===== config.mk =====
export PLATFORM = sky130hd
export DESIGN_NAME = agusec_cfg
export DESIGN_NICKNAME = d
export VERILOG_FILES = /design/src/ptr_fields.svh /design/src/agusec_pkg.sv /design/src/agusec_cfg.sv
export SDC_FILE = /design/constraint.sdc
export NUM_CORES = 1
export LEC_CHECK = 0
export ABC_AREA = 1
export BUFFER_PORTS_ARGS = -buffer_cell sky130_fd_sc_hd__buf_2
export CELL_PAD_IN_SITES_DETAIL_PLACEMENT = 1
export CELL_PAD_IN_SITES_GLOBAL_PLACEMENT = 1
export CORE_MARGIN = 1.5
export CORE_UTILIZATION = 33
export DETAILED_ROUTE_END_ITERATION = 7
export GPL_TIMING_DRIVEN = 0
export PLACE_DENSITY = 0.72
export SETUP_SLACK_MARGIN = 0.5
export SYNTH_ARGS = -nofsm -noshare
export SYNTH_HDL_FRONTEND = slang
export SYNTH_SLANG_ARGS = --single-unit

===== constraint.sdc =====
create_clock -name clk -period 1.1 [get_ports clk]
set_input_delay 0.165 -clock clk [delete_from_list [all_inputs] [get_ports clk]]
set_output_delay 0.165 -clock clk [all_outputs]
set_load 0.05 [all_outputs]

===== src/ptr_fields.svh =====
`ifndef PTR_FIELDS_SVH
`define PTR_FIELDS_SVH

`define ptr_on_low 63
`define ptr_exp    62:58
`define ptr_hi     57:51
`define ptr_low    50:44
`define ptr_addr   43:0

`endif


===== src/agusec_pkg.sv =====
package agusec_pkg;

  typedef logic [63:0] ptr_t;
  typedef logic [39:0] offset_t;
  typedef logic [4:0]  exp_t;
  typedef logic [6:0]  bound_t;
  typedef logic [7:0]  window_t;
  typedef logic [1:0]  code_t;
  typedef logic [7:0]  fault_cnt_t;

  typedef struct packed {
    logic    valid;
    ptr_t    ptr;
    offset_t a;
    offset_t b;
    logic    cin_secq; // still legal from the previous step
  } check_req_t;

  typedef struct packed {
    logic  valid;
    logic  legal;
    code_t pos_ack;
    code_t neg_ack;
    code_t pos_flip;
    code_t neg_flip;
    logic  nhi_less;
  } check_res_t;

  typedef struct packed {
    logic       req;
    logic       write;
    logic [1:0] addr;
    logic [7:0] wdata;
  } cfg_req_t;

  typedef struct packed {
    logic       ack;
    logic [7:0] rdata;
  } cfg_rsp_t;

endpackage


===== src/agusec_cfg.sv =====
`timescale 1ns/1ns

module agusec_cfg (
  input  logic                 clk,
  input  logic                 reset,
  input  agusec_pkg::cfg_req_t cfg_in,
  output agusec_pkg::cfg_rsp_t cfg_out,
  input  logic                 fault_pulse,
  output logic                 enable
);

  typedef enum logic [1:0] {IDLE, ACK, WAIT_LOW} state_t;

  state_t state;
  agusec_pkg::fault_cnt_t fault_cnt;
  logic       fault_flag;
  logic [7:0] rdata_q;
  logic       access;

  assign access = (state == IDLE) && cfg_in.req;

  always_ff @(posedge clk) begin
    if (reset) begin
      state <= IDLE;
    end else begin
      case (state)
        IDLE:     state <= cfg_in.req ? ACK : IDLE;
        ACK:      state <= cfg_in.req ? WAIT_LOW : IDLE;
        WAIT_LOW: state <= cfg_in.req ? WAIT_LOW : IDLE;
        default:  state <= IDLE;
      endcase
    end
  end

  always_ff @(posedge clk) begin
    if (reset) begin
      enable     <= 1'b1;
      fault_cnt  <= '0;
      fault_flag <= 1'b0;
    end else begin
      if (fault_pulse) begin
        fault_flag <= 1'b1;
        if (fault_cnt != '1) begin
          fault_cnt <= fault_cnt + 1'b1; // saturate at 255
        end
      end
      if (access && cfg_in.write) begin // write beats a same-cycle fault
        case (cfg_in.addr)
          2'd0:    enable <= cfg_in.wdata[0];
          2'd1:    fault_cnt <= '0;
          2'd2:    fault_flag <= 1'b0;
          default: ;
        endcase
      end
    end
  end

  always_ff @(posedge clk) begin
    if (access) begin
      case (cfg_in.addr)
        2'd0:    rdata_q <= {7'b0, enable};
        2'd1:    rdata_q <= fault_cnt;
        2'd2:    rdata_q <= {7'b0, fault_flag};
        default: rdata_q <= '0;
      endcase
    end
  end

  assign cfg_out.ack   = (state != IDLE);
  assign cfg_out.rdata = rdata_q;

  ack_after_req: assert property (@(posedge clk) disable iff (reset)
    $rose(cfg_out.ack) |-> $past(cfg_in.req))
    else $error("cfg ack raised without a request");

endmodule


==> results by group, run 1 <==
Setup path
  – R2R depth: 8
  – Worst-path cell chain: inv_2 > ha_4 > inv_2 > buf_8
  – Worst path max stage delay: 350 ps
  – CP max FO: 2
  – Required @ worst endpoint: 940 ps
  – FF-to-FF End: fault_cnt[4]
  – R2r startpoint: state[0]
  – Delay-heaviest family, CP: flip-flops
  – Crit path depth: 4
  – Startpoint types: flop
  – Critical path type: flop to output port
  – CP Capture Type: output port
  – Register-to-register setup slack: -90 ps
  – Critical path arrival: 1060 ps
  – Most used cell, CP: inv_2
  – Buffers & Inverters on Critical Path: 3
  – Crit-path slowest cell: dfxtp_2

Power
  – Switching Fraction: 26.4%
  – Internal power: 0.00131 W
  – Reg power frac: 46.5%
  – NetSw: 0.000469 W
  – Clock share of power: 34.4%
  – Leak Pwr: 0.629 nW
  – Comb pwr share: 19.2%
  – Power density over the cells: 1220 nW/um^2
  – Max IR drop VDD: 951 uV

Route
  – Post-DR vias/cell: 4.79
  – Via count: 857
  – DRC: 0
  – DRT Wirelength: 2.59 mm
  – Iteration-0 DRC Markers: 15
  – Routed Antenna Nets: 0
  – DR pass1 iterations: 3
  – Routed len/inst: 14.5 um

STA
  – Setup ws final: -126 ps
  – Final Setup Violations: 20
  – Slew @ Worst Pin: 344 ps
  – Final hold slack: 98.2 ps
  – Max Clock Skew: 11.4 ps
  – Setup_tns: -1240 ps
  – Final hold viol count: 0
  – RSZ-0062 raised after global routing: yes
  – Final Critical Period: 1230 ps
  – Pins Over Slew Limit: 0
  – Rel. slew slack: 77.0%
  – Max Fclk: 0.816 GHz
  – Period Utilization, post-route: 111%

Finish
  – Design area: 1460 sq um
  – Layout cell share with drive strength beyond 1: 52.7%
  – Antenna cell count: 0
  – Area delta synth->final: 51.0%
  – Fillers: 320
  – Nets: 167

Logic synthesis
  – Top cells by area, synth: dfxtp_1 25%, edfxtp_1 25%, nand2_1 10%
  – Count of different cell masters after synthesis: 19
  – Post-synthesis sequential area ratio: 49.6%
  – Post-synthesis register bit count: 20
  – Post-synth top area share: 24.8%
  – Post-synthesis area per instance: 8.14 sq um
  – Cells after Synth: 119
  – Ys Warns: 0
  – Mapped Area: 968 sq um
  – Syn_nets: 137
  – Most area-hungry cell type in the Yosys netlist: dfxtp_1

Floorplanning
  – Die width: 57.2 um
  – Row count: 19
  – Core Footprint: 2780 sq um
  – Die height: 57.2 um
  – Initial Util: 34.8%
  – I/O Pins: 25
  – Die ar.: 3270 sq um

Job
  – Max-capacitance violation count: 0

Clocking
  – CTS tree: built
  – CTS Buffer Depth: 2
  – CTS sink count: 20
  – Hold buffer count at CTS: 0
  – Clock Latency Late Sink: 310 ps
  – CTS buffer count: 3
  – CTS clk-pin slew, worst paths: 110 ps
  – Root Buffer: clkbuf_4
  – CTS H-Tree Depth: 1

Placed design
  – Routability congestion estimate from global placement: 0.753
  – # port buffers: 17
  – Post-DP HPWL: 1.66 mm
  – Area post-placement: 1170 sq um
  – Post-Place Worst Slack: -7.51 ps

Worst hold path
  – Hold Crit Class: primary input to flop
  – Hold worst-path end: fault_flag
  – WHS Path Cells: 2
  – Hold_sp: cfg_in[9]

Global route
  – Largest net degree at the start of global routing: 13
  – Total global-route track usage: 17.8%
  – Antenna violations before repair: 0
  – Total grt overflow: 0
  – Vias in the first global route: 955
  – First-pass GRT wire length: 4.37 mm

Outcome
  – Status: finished, violations left
  – Failing checks: setup timing
sequential cells by signal, indices dropped and copies added, names as in the netlist:
signal	count
rdata_q	8
enable	1
fault_flag	1
fault_cnt	8
state	2
per-layer routing:
metal	routed length, um	GRT usage [%]	share of wire (%)	vias to the layer above
li1	-	-	-	435
met1	1120	20.3	43	403
met2	1360	32.5	53	14
met3	60	2.95	2.3	5
met4	47	7.97	1.8	0
met5	0	0	0	-
worst max path at each step:
stage,start,to,slack (ps)
detailed placement,state[1],fault_cnt[4],-8
global route,state[0],fault_cnt[4],-180
global placement,state[0],fault_cnt[2],30
CTS,state[1],cfg_out[8],-140
finish,state[0],cfg_out[8],-130
floorplan,state[1],fault_cnt[4],80
power groups by stage:
| stage | Clock, W | Sequential [W] | Combinational (W) |
|---|---|---|---|
| 3_5_place_dp | 0 | 0.000839 | 0.000235 |
| 2_1_floorplan | 0 | 0.000903 | 0.0000999 |
| 4_1_cts | 0.000632 | 0.000825 | 0.000331 |
| 5_1_grt | 0.000661 | 0.000830 | 0.000364 |
| 3_3_place_gp | 0 | 0.000837 | 0.000225 |
| 6_report | 0.000611 | 0.000826 | 0.000341 |
area by class of cell:
| type | count | area (sq um) | area share (%) |
|---|---|---|---|
| multi-input combinational | 80 | 528 | 36.1 |
| sequential | 20 | 504 | 34.5 |
| timing repair buffer | 25 | 255 | 17.5 |
| inverter | 19 | 83.8 | 5.73 |
| tap | 31 | 38.8 | 2.65 |
| clock inverter | 1 | 30.0 | 2.05 |
| clock buffer | 3 | 22.5 | 1.54 |
cells by family (layout without fill, tap and decap cells):
group	after synthesis	after routing	synth area share, %
DFF	20	20	49.6
buffers and inverters	19	48	7.36
adders and majority gates	3	3	3.88
AOI/OAI and AO/OA	8	8	4.26
and+or+nand+nor	69	69	34.9
through the flow:
stage / utilization [%] / total power (W) / instances
floorplan: - / 0.00100 / 119
CTS: 51.5 / 0.00179 / 178
detailed placement: 42.2 / 0.00107 / 167
global route: 52.6 / 0.00186 / 179
finish: 52.6 / 0.00178 / 179
global placement: 42.2 / 0.00106 / 167
layout by cell type, fill, tap and decap left out, drive strengths merged:
cell / instances
nor2: 24
bufinv: 1
inv: 19
a21oi: 5
edfxtp: 8
nand3: 12
nand3b: 1
nor4: 1
nor3: 1
ha: 3
nand2: 30
buf: 25
dfxtp: 12
o21ai: 2
clkbuf: 3
a31oi: 1
synthesized netlist by cell type:
| master | n |
|---|---|
| a21oi_1 | 5 |
| a31oi_1 | 1 |
| dfxtp_1 | 12 |
| edfxtp_1 | 8 |
| ha_1 | 3 |
| inv_1 | 18 |
| inv_2 | 1 |
| nand2_1 | 26 |
| nand2_2 | 2 |
| nand2_4 | 2 |
| nand3_1 | 12 |
| nand3b_1 | 1 |
| nor2_1 | 19 |
| nor2_2 | 2 |
| nor2_4 | 2 |
| nor2_8 | 1 |
| nor3_1 | 1 |
| nor4_1 | 1 |
| o21ai_0 | 2 |
repair_timing:
action                                  in CTS  in global routing
endpoints found under the hold margin        0                  0
setup buffers                                7                  1
pin swaps                                   13                  5
gates cloned                                 0                  0
endpoints found under the setup margin      38                 38
gates resized for setup                     42                  7
(Power assumes the default switching activity.)
==> inputs of run 2 (changes only) <==
Clock period 1.1 ns to 1 ns, I/O delays scaled along.
==> run 2 against run 1 <==
Net effect: the flow still finishes with violations (setup timing); global-route usage shrank 0.35 points; core utilization is 1.4 points lower; design area fell by 2.7%; sequential cell count stayed put; non-clock buffer count grew 1; wire length shrank 3.0%; via count shrank 0.47%; power is 9.2% higher; final cell count grew 0.56%; register-to-register slack worse by 110 ps; clock skew decreased by 1.1 ps; critical endpoint unchanged; combinational power is 4% higher.
==> results by group, run 2 (synthesis gave the netlist of run 1 again) <==
Route
  – Post-DR vias/cell: 4.74
  – Routed len/inst: 13.9 um
  – Routed Antenna Nets: 0
  – DR pass1 iterations: 3
  – Iteration-0 DRC Markers: 17
  – Via count: 853
  – DRT Wirelength: 2.51 mm
  – DRC: 0

Finish
  – Area delta synth->final: 47.0%
  – Largest regs: fault_cnt (8), rdata_q (8), state (2)
  – Layout cell share with drive strength beyond 1: 51.7%
  – Fin util: 51.2%
  – Design area: 1420 sq um
  – Commonest non-fill, non-tap cell in the layout: nand2_1
  – Antenna cell count: 0
  – Nets: 168
  – Commonest non-fill, non-tap cells in the layout: 22 x nand2_1, 17 x nor2_1, 14 x buf_6, 12 x inv_2, 9 x nand3_1

Power
  – Max IR drop VDD: 951 uV
  – Leak Pwr: 0.622 nW
  – Power density over the cells: 1360 nW/um^2

Floorplanning
  – Initial Util: 34.8%
  – Die width: 57.2 um
  – Die height: 57.2 um
  – I/O Pins: 25
  – Core Footprint: 2780 sq um
  – Die ar.: 3270 sq um
  – Row count: 19

Global route
  – Total global-route track usage: 17.5%
  – Antenna violations before repair: 0
  – Total grt overflow: 0
  – Vias in the first global route: 942
  – Largest net degree at the start of global routing: 13
  – First-pass GRT wire length: 4.27 mm

STA
  – Rel. slew slack: 80.9%
  – Max Clock Skew: 10.2 ps
  – Final hold viol count: 0
  – Period Utilization, post-route: 123%
  – Setup ws final: -228 ps
  – Pins Over Slew Limit: 0
  – Final Setup Violations: 28
  – Final Critical Period: 1230 ps
  – Max Fclk: 0.814 GHz
  – Slew @ Worst Pin: 285 ps
  – RSZ-0062 raised after global routing: yes

Job
  – Max-capacitance violation count: 0

Worst hold path
  – Hold_sp: cfg_in[9]
  – Hold Crit Class: primary input to flop
  – Hold worst-path end: fault_flag
  – WHS Path Cells: 2

Placed design
  – Post-DP HPWL: 1.66 mm
  – Post-Place Worst Slack: -108 ps
  – Routability congestion estimate from global placement: 0.753
  – Area post-placement: 1170 sq um
  – # port buffers: 17

Clocking
  – CTS tree: built
  – Hold buffer count at CTS: 0
  – CTS sink count: 20
  – CTS clk-pin slew, worst paths: 110 ps
  – Clock Latency Late Sink: 320 ps
  – CTS H-Tree Depth: 1
  – Root Buffer: clkbuf_4
  – CTS buffer count: 3
  – CTS Buffer Depth: 2

Setup path
  – CP Capture Type: output port
  – Required @ worst endpoint: 850 ps
  – R2R depth: 8
  – CP max FO: 3
  – R2r startpoint: state[1]
  – Setup crit start: state[1]
  – Register-to-register setup slack: -200 ps
  – Critical path type: flop to output port
  – FF-to-FF End: fault_cnt[4]
  – Startpoint types: flop
  – Critical path arrival: 1080 ps

Outcome
  – Failing checks: setup timing
  – Status: finished, violations left
==> run 2: cell types whose count changed in the layout (fill, tap and decap cells not counted), sizes merged <==
cell / previous run / this run
buf: 25 / 26
==> run 2: layer usage <==
layer	GRT usage, %	vias to the layer above	part of all wire, %
met3	3.17	5	2.8
met1	18.8	396	40
met2	32.8	14	55
met5	0	-	0
met4	7.97	0	1.9
li1	-	438	-
==> run 2: how the worst max path moves through the flow <==
stage              endpoint
5_1_grt        fault_cnt[4]
2_1_floorplan  fault_cnt[4]
3_3_place_gp   fault_cnt[2]
6_report         cfg_out[8]
4_1_cts          cfg_out[8]
3_5_place_dp   fault_cnt[4]
==> run 2: area by class of cell <==
class	instances	area, sq um
Multi-Input combinational cell	80	507
Tap cell	31	38.8
Clock inverter	1	30.0
Timing Repair Buffer	26	245
Fill cell	323	1360
Inverter	19	76.3
Clock buffer	3	22.5
Sequential cell	20	504
==> run 2: what timing repair did <==
item,4_1_cts,5_1_grt
resized for setup,36,8
endpoints found under the hold margin,0,0
endpoints found under the setup margin,38,38
pin swaps,11,6
buffers inserted,5,4
==> run 2: power by group <==
part / switching (W) / internal, W / total [W]
clock: 0.000274 / 0.000406 / 0.000680
combinational: 0.000211 / 0.000144 / 0.000355
sequential: 0.0000268 / 0.000879 / 0.000906
total: 0.000512 / 0.00143 / 0.00194
==> run 2: critical path, stage by stage, from the launching register on <==
cell and delay (ps):
dfxtp_2 370, inv_2 50, ha_4 160, inv_2 60, buf_8 130
==> run 2: stage by stage <==
step           total power [W]  std cells  setup TNS [ps]  hold slack, ps
6_report               0.00194        180           -3630            76.9
5_1_grt                0.00202        180           -5050            76.6
4_1_cts                0.00192        176           -2710            72.3
3_5_place_dp           0.00118        167           -1400             417
3_3_place_gp           0.00117        167            -829             388
2_1_floorplan          0.00110        119           -34.6             218
==> inputs of run 3 (changes only) <==
Settings changed: CORE_UTILIZATION 33 to 30, PLACE_DENSITY 0.72 to 0.66.
==> run 3 against run 2 <==
Net effect: the flow still finishes with violations (setup timing); register-to-register slack is essentially flat; count of clock-buffer cells in the layout unchanged; non-clock buffer count rose by 1; fmax up 0.91%; design area up 2.2%; final cell count up 7.8%; clock power is 0.7% higher; sequential power about the same; power about the same; via count grew 1.3%; critical path type unchanged.
==> results by group, run 3 (synthesis gave the netlist of run 1 again) <==
Outcome
  – Status: finished, violations left
  – Failing checks: setup timing

Route
  – DRT Wirelength: 2.29 mm
  – Via count: 864
  – DRC: 0
  – DR pass1 iterations: 3
  – Routed Antenna Nets: 0
  – Iteration-0 DRC Markers: 12
  – Routed len/inst: 11.8 um
  – Post-DR vias/cell: 4.45

Finish
  – Antenna cell count: 0
  – Commonest non-fill, non-tap cells in the layout: 21 x nand2_1, 18 x nor2_1, 13 x buf_6, 11 x inv_2, 9 x nand3_1
  – Largest regs: fault_cnt (8), rdata_q (8), state (2)
  – Commonest non-fill, non-tap cell in the layout: nand2_1
  – Layout cell share with drive strength beyond 1: 52.7%
  – Nets: 169
  – Design area: 1460 sq um
  – Area delta synth->final: 50.3%

STA
  – Setup ws final: -217 ps
  – Max Clock Skew: 0.759 ps
  – Rel. slew slack: 79.5%
  – Max Fclk: 0.821 GHz
  – Pins Over Slew Limit: 0
  – Slew @ Worst Pin: 307 ps
  – Setup_tns: -3140 ps
  – Final Setup Violations: 27
  – Period Utilization, post-route: 122%
  – Final Critical Period: 1220 ps
  – RSZ-0062 raised after global routing: yes
  – Final hold viol count: 0
  – Final hold slack: 66.6 ps

Power
  – Final Power: 0.00194 W
  – Power density over the cells: 1330 nW/um^2
  – Max IR drop VDD: 525 uV
  – Leak Pwr: 0.625 nW

Worst hold path
  – Hold worst-path end: enable
  – WHS Path Cells: 3
  – Hold_sp: cfg_in[0]
  – Hold Crit Class: primary input to flop

Setup path
  – R2r startpoint: state[1]
  – Worst-path cell chain: inv_2 > ha_4 > inv_2 > buf_8
  – Required @ worst endpoint: 850 ps
  – Worst path max stage delay: 360 ps
  – Crit-path slowest cell: dfxtp_2
  – Critical path type: flop to output port
  – Startpoint types: flop
  – CP max FO: 3
  – Most used cell, CP: inv_2
  – Critical path arrival: 1070 ps
  – Buffers & Inverters on Critical Path: 3
  – CP Capture Type: output port
  – Delay-heaviest family, CP: flip-flops
  – Register-to-register setup slack: -190 ps
  – R2R depth: 8
  – FF-to-FF End: fault_cnt[2]

Global route
  – First-pass GRT wire length: 3.66 mm
  – Total grt overflow: 0
  – M3 GR Usage: 2.81%
  – Total global-route track usage: 14.0%
  – Global routing met1 resource utilization: 16.7%
  – Top Usage Layer GRT: met2
  – Largest net degree at the start of global routing: 13
  – Antenna violations before repair: 0
  – Vias in the first global route: 811
  – Met2 usage: 22.8%

Placed design
  – # port buffers: 17
  – Post-Place Worst Slack: -113 ps
  – Routability congestion estimate from global placement: 0.752
  – Post-DP HPWL: 1.54 mm
  – Area post-placement: 1190 sq um

Floorplanning
  – Die ar.: 3580 sq um
  – Initial Util: 31.7%
  – Row count: 20
  – Die width: 59.8 um
  – Die height: 59.8 um
  – Core Footprint: 3050 sq um
  – I/O Pins: 25

Clocking
  – CTS clk-pin slew, worst paths: 120 ps
  – CTS Buffer Depth: 2
  – CTS H-Tree Depth: 1
  – Clock Latency Late Sink: 320 ps
  – Hold buffer count at CTS: 0
  – CTS tree: built
  – Root Buffer: clkbuf_4
  – CTS sink count: 20
  – CTS buffer count: 3

Job
  – Max-capacitance violation count: 0
-- run 3: worst min-delay path, stage by stage --
cell,delay [ps]
buf_2,70
nand3_1,60
nand3_1,80
-- run 3: metrics by stage --
stage | std cells | util (%)
after floorplan | 119 | -
final | 194 | 47.7
after global placement | 180 | 39.0
after detailed placement | 180 | 39.0
after CTS | 189 | 45.5
after global routing | 194 | 47.7
-- run 3: area by class of cell --
| class | instances | area (sq um) |
|---|---|---|
| Multi-Input combinational cell | 80 | 513 |
| Fill cell | 370 | 1600 |
| Sequential cell | 20 | 507 |
| Clock buffer | 3 | 22.5 |
| Tap cell | 44 | 55.1 |
| Clock inverter | 1 | 30.0 |
| Timing Repair Buffer | 27 | 249 |
| Inverter | 19 | 78.8 |
-- run 3: worst max-delay path by stage --
stage              from           end  slack (ps)  cells past startpoint
6_report       state[1]    cfg_out[8]        -220                      4
5_1_grt        state[1]  fault_cnt[4]        -270                      8
4_1_cts        state[1]    cfg_out[8]        -200                      4
3_5_place_dp   state[0]  fault_cnt[2]        -110                      7
3_3_place_gp   state[0]  fault_cnt[2]         -70                      7
2_1_floorplan  state[1]  fault_cnt[4]         -20                      7
-- run 3: what timing repair did --
item | CTS | global route
gates cloned | 0 | 0
buffers inserted | 5 | 5
pin swaps | 12 | 6
endpoints found under the hold margin | 0 | 0
resized for setup | 38 | 9
endpoints found under the setup margin | 38 | 38
-- run 3: power breakdown --
group          internal (W)  switching (W)  total (W)
Sequential         0.000877      0.0000281   0.000905
Clock              0.000406       0.000279   0.000685
Combinational      0.000143       0.000206   0.000350
Total               0.00143       0.000514    0.00194
-- run 3: per-layer routing --
| metal | share of wire (%) | up-vias |
|---|---|---|
| met4 | 2.9 | 0 |
| met1 | 41 | 402 |
| met5 | 0 | - |
| li1 | - | 443 |
| met3 | 3.1 | 5 |
| met2 | 53 | 14 |
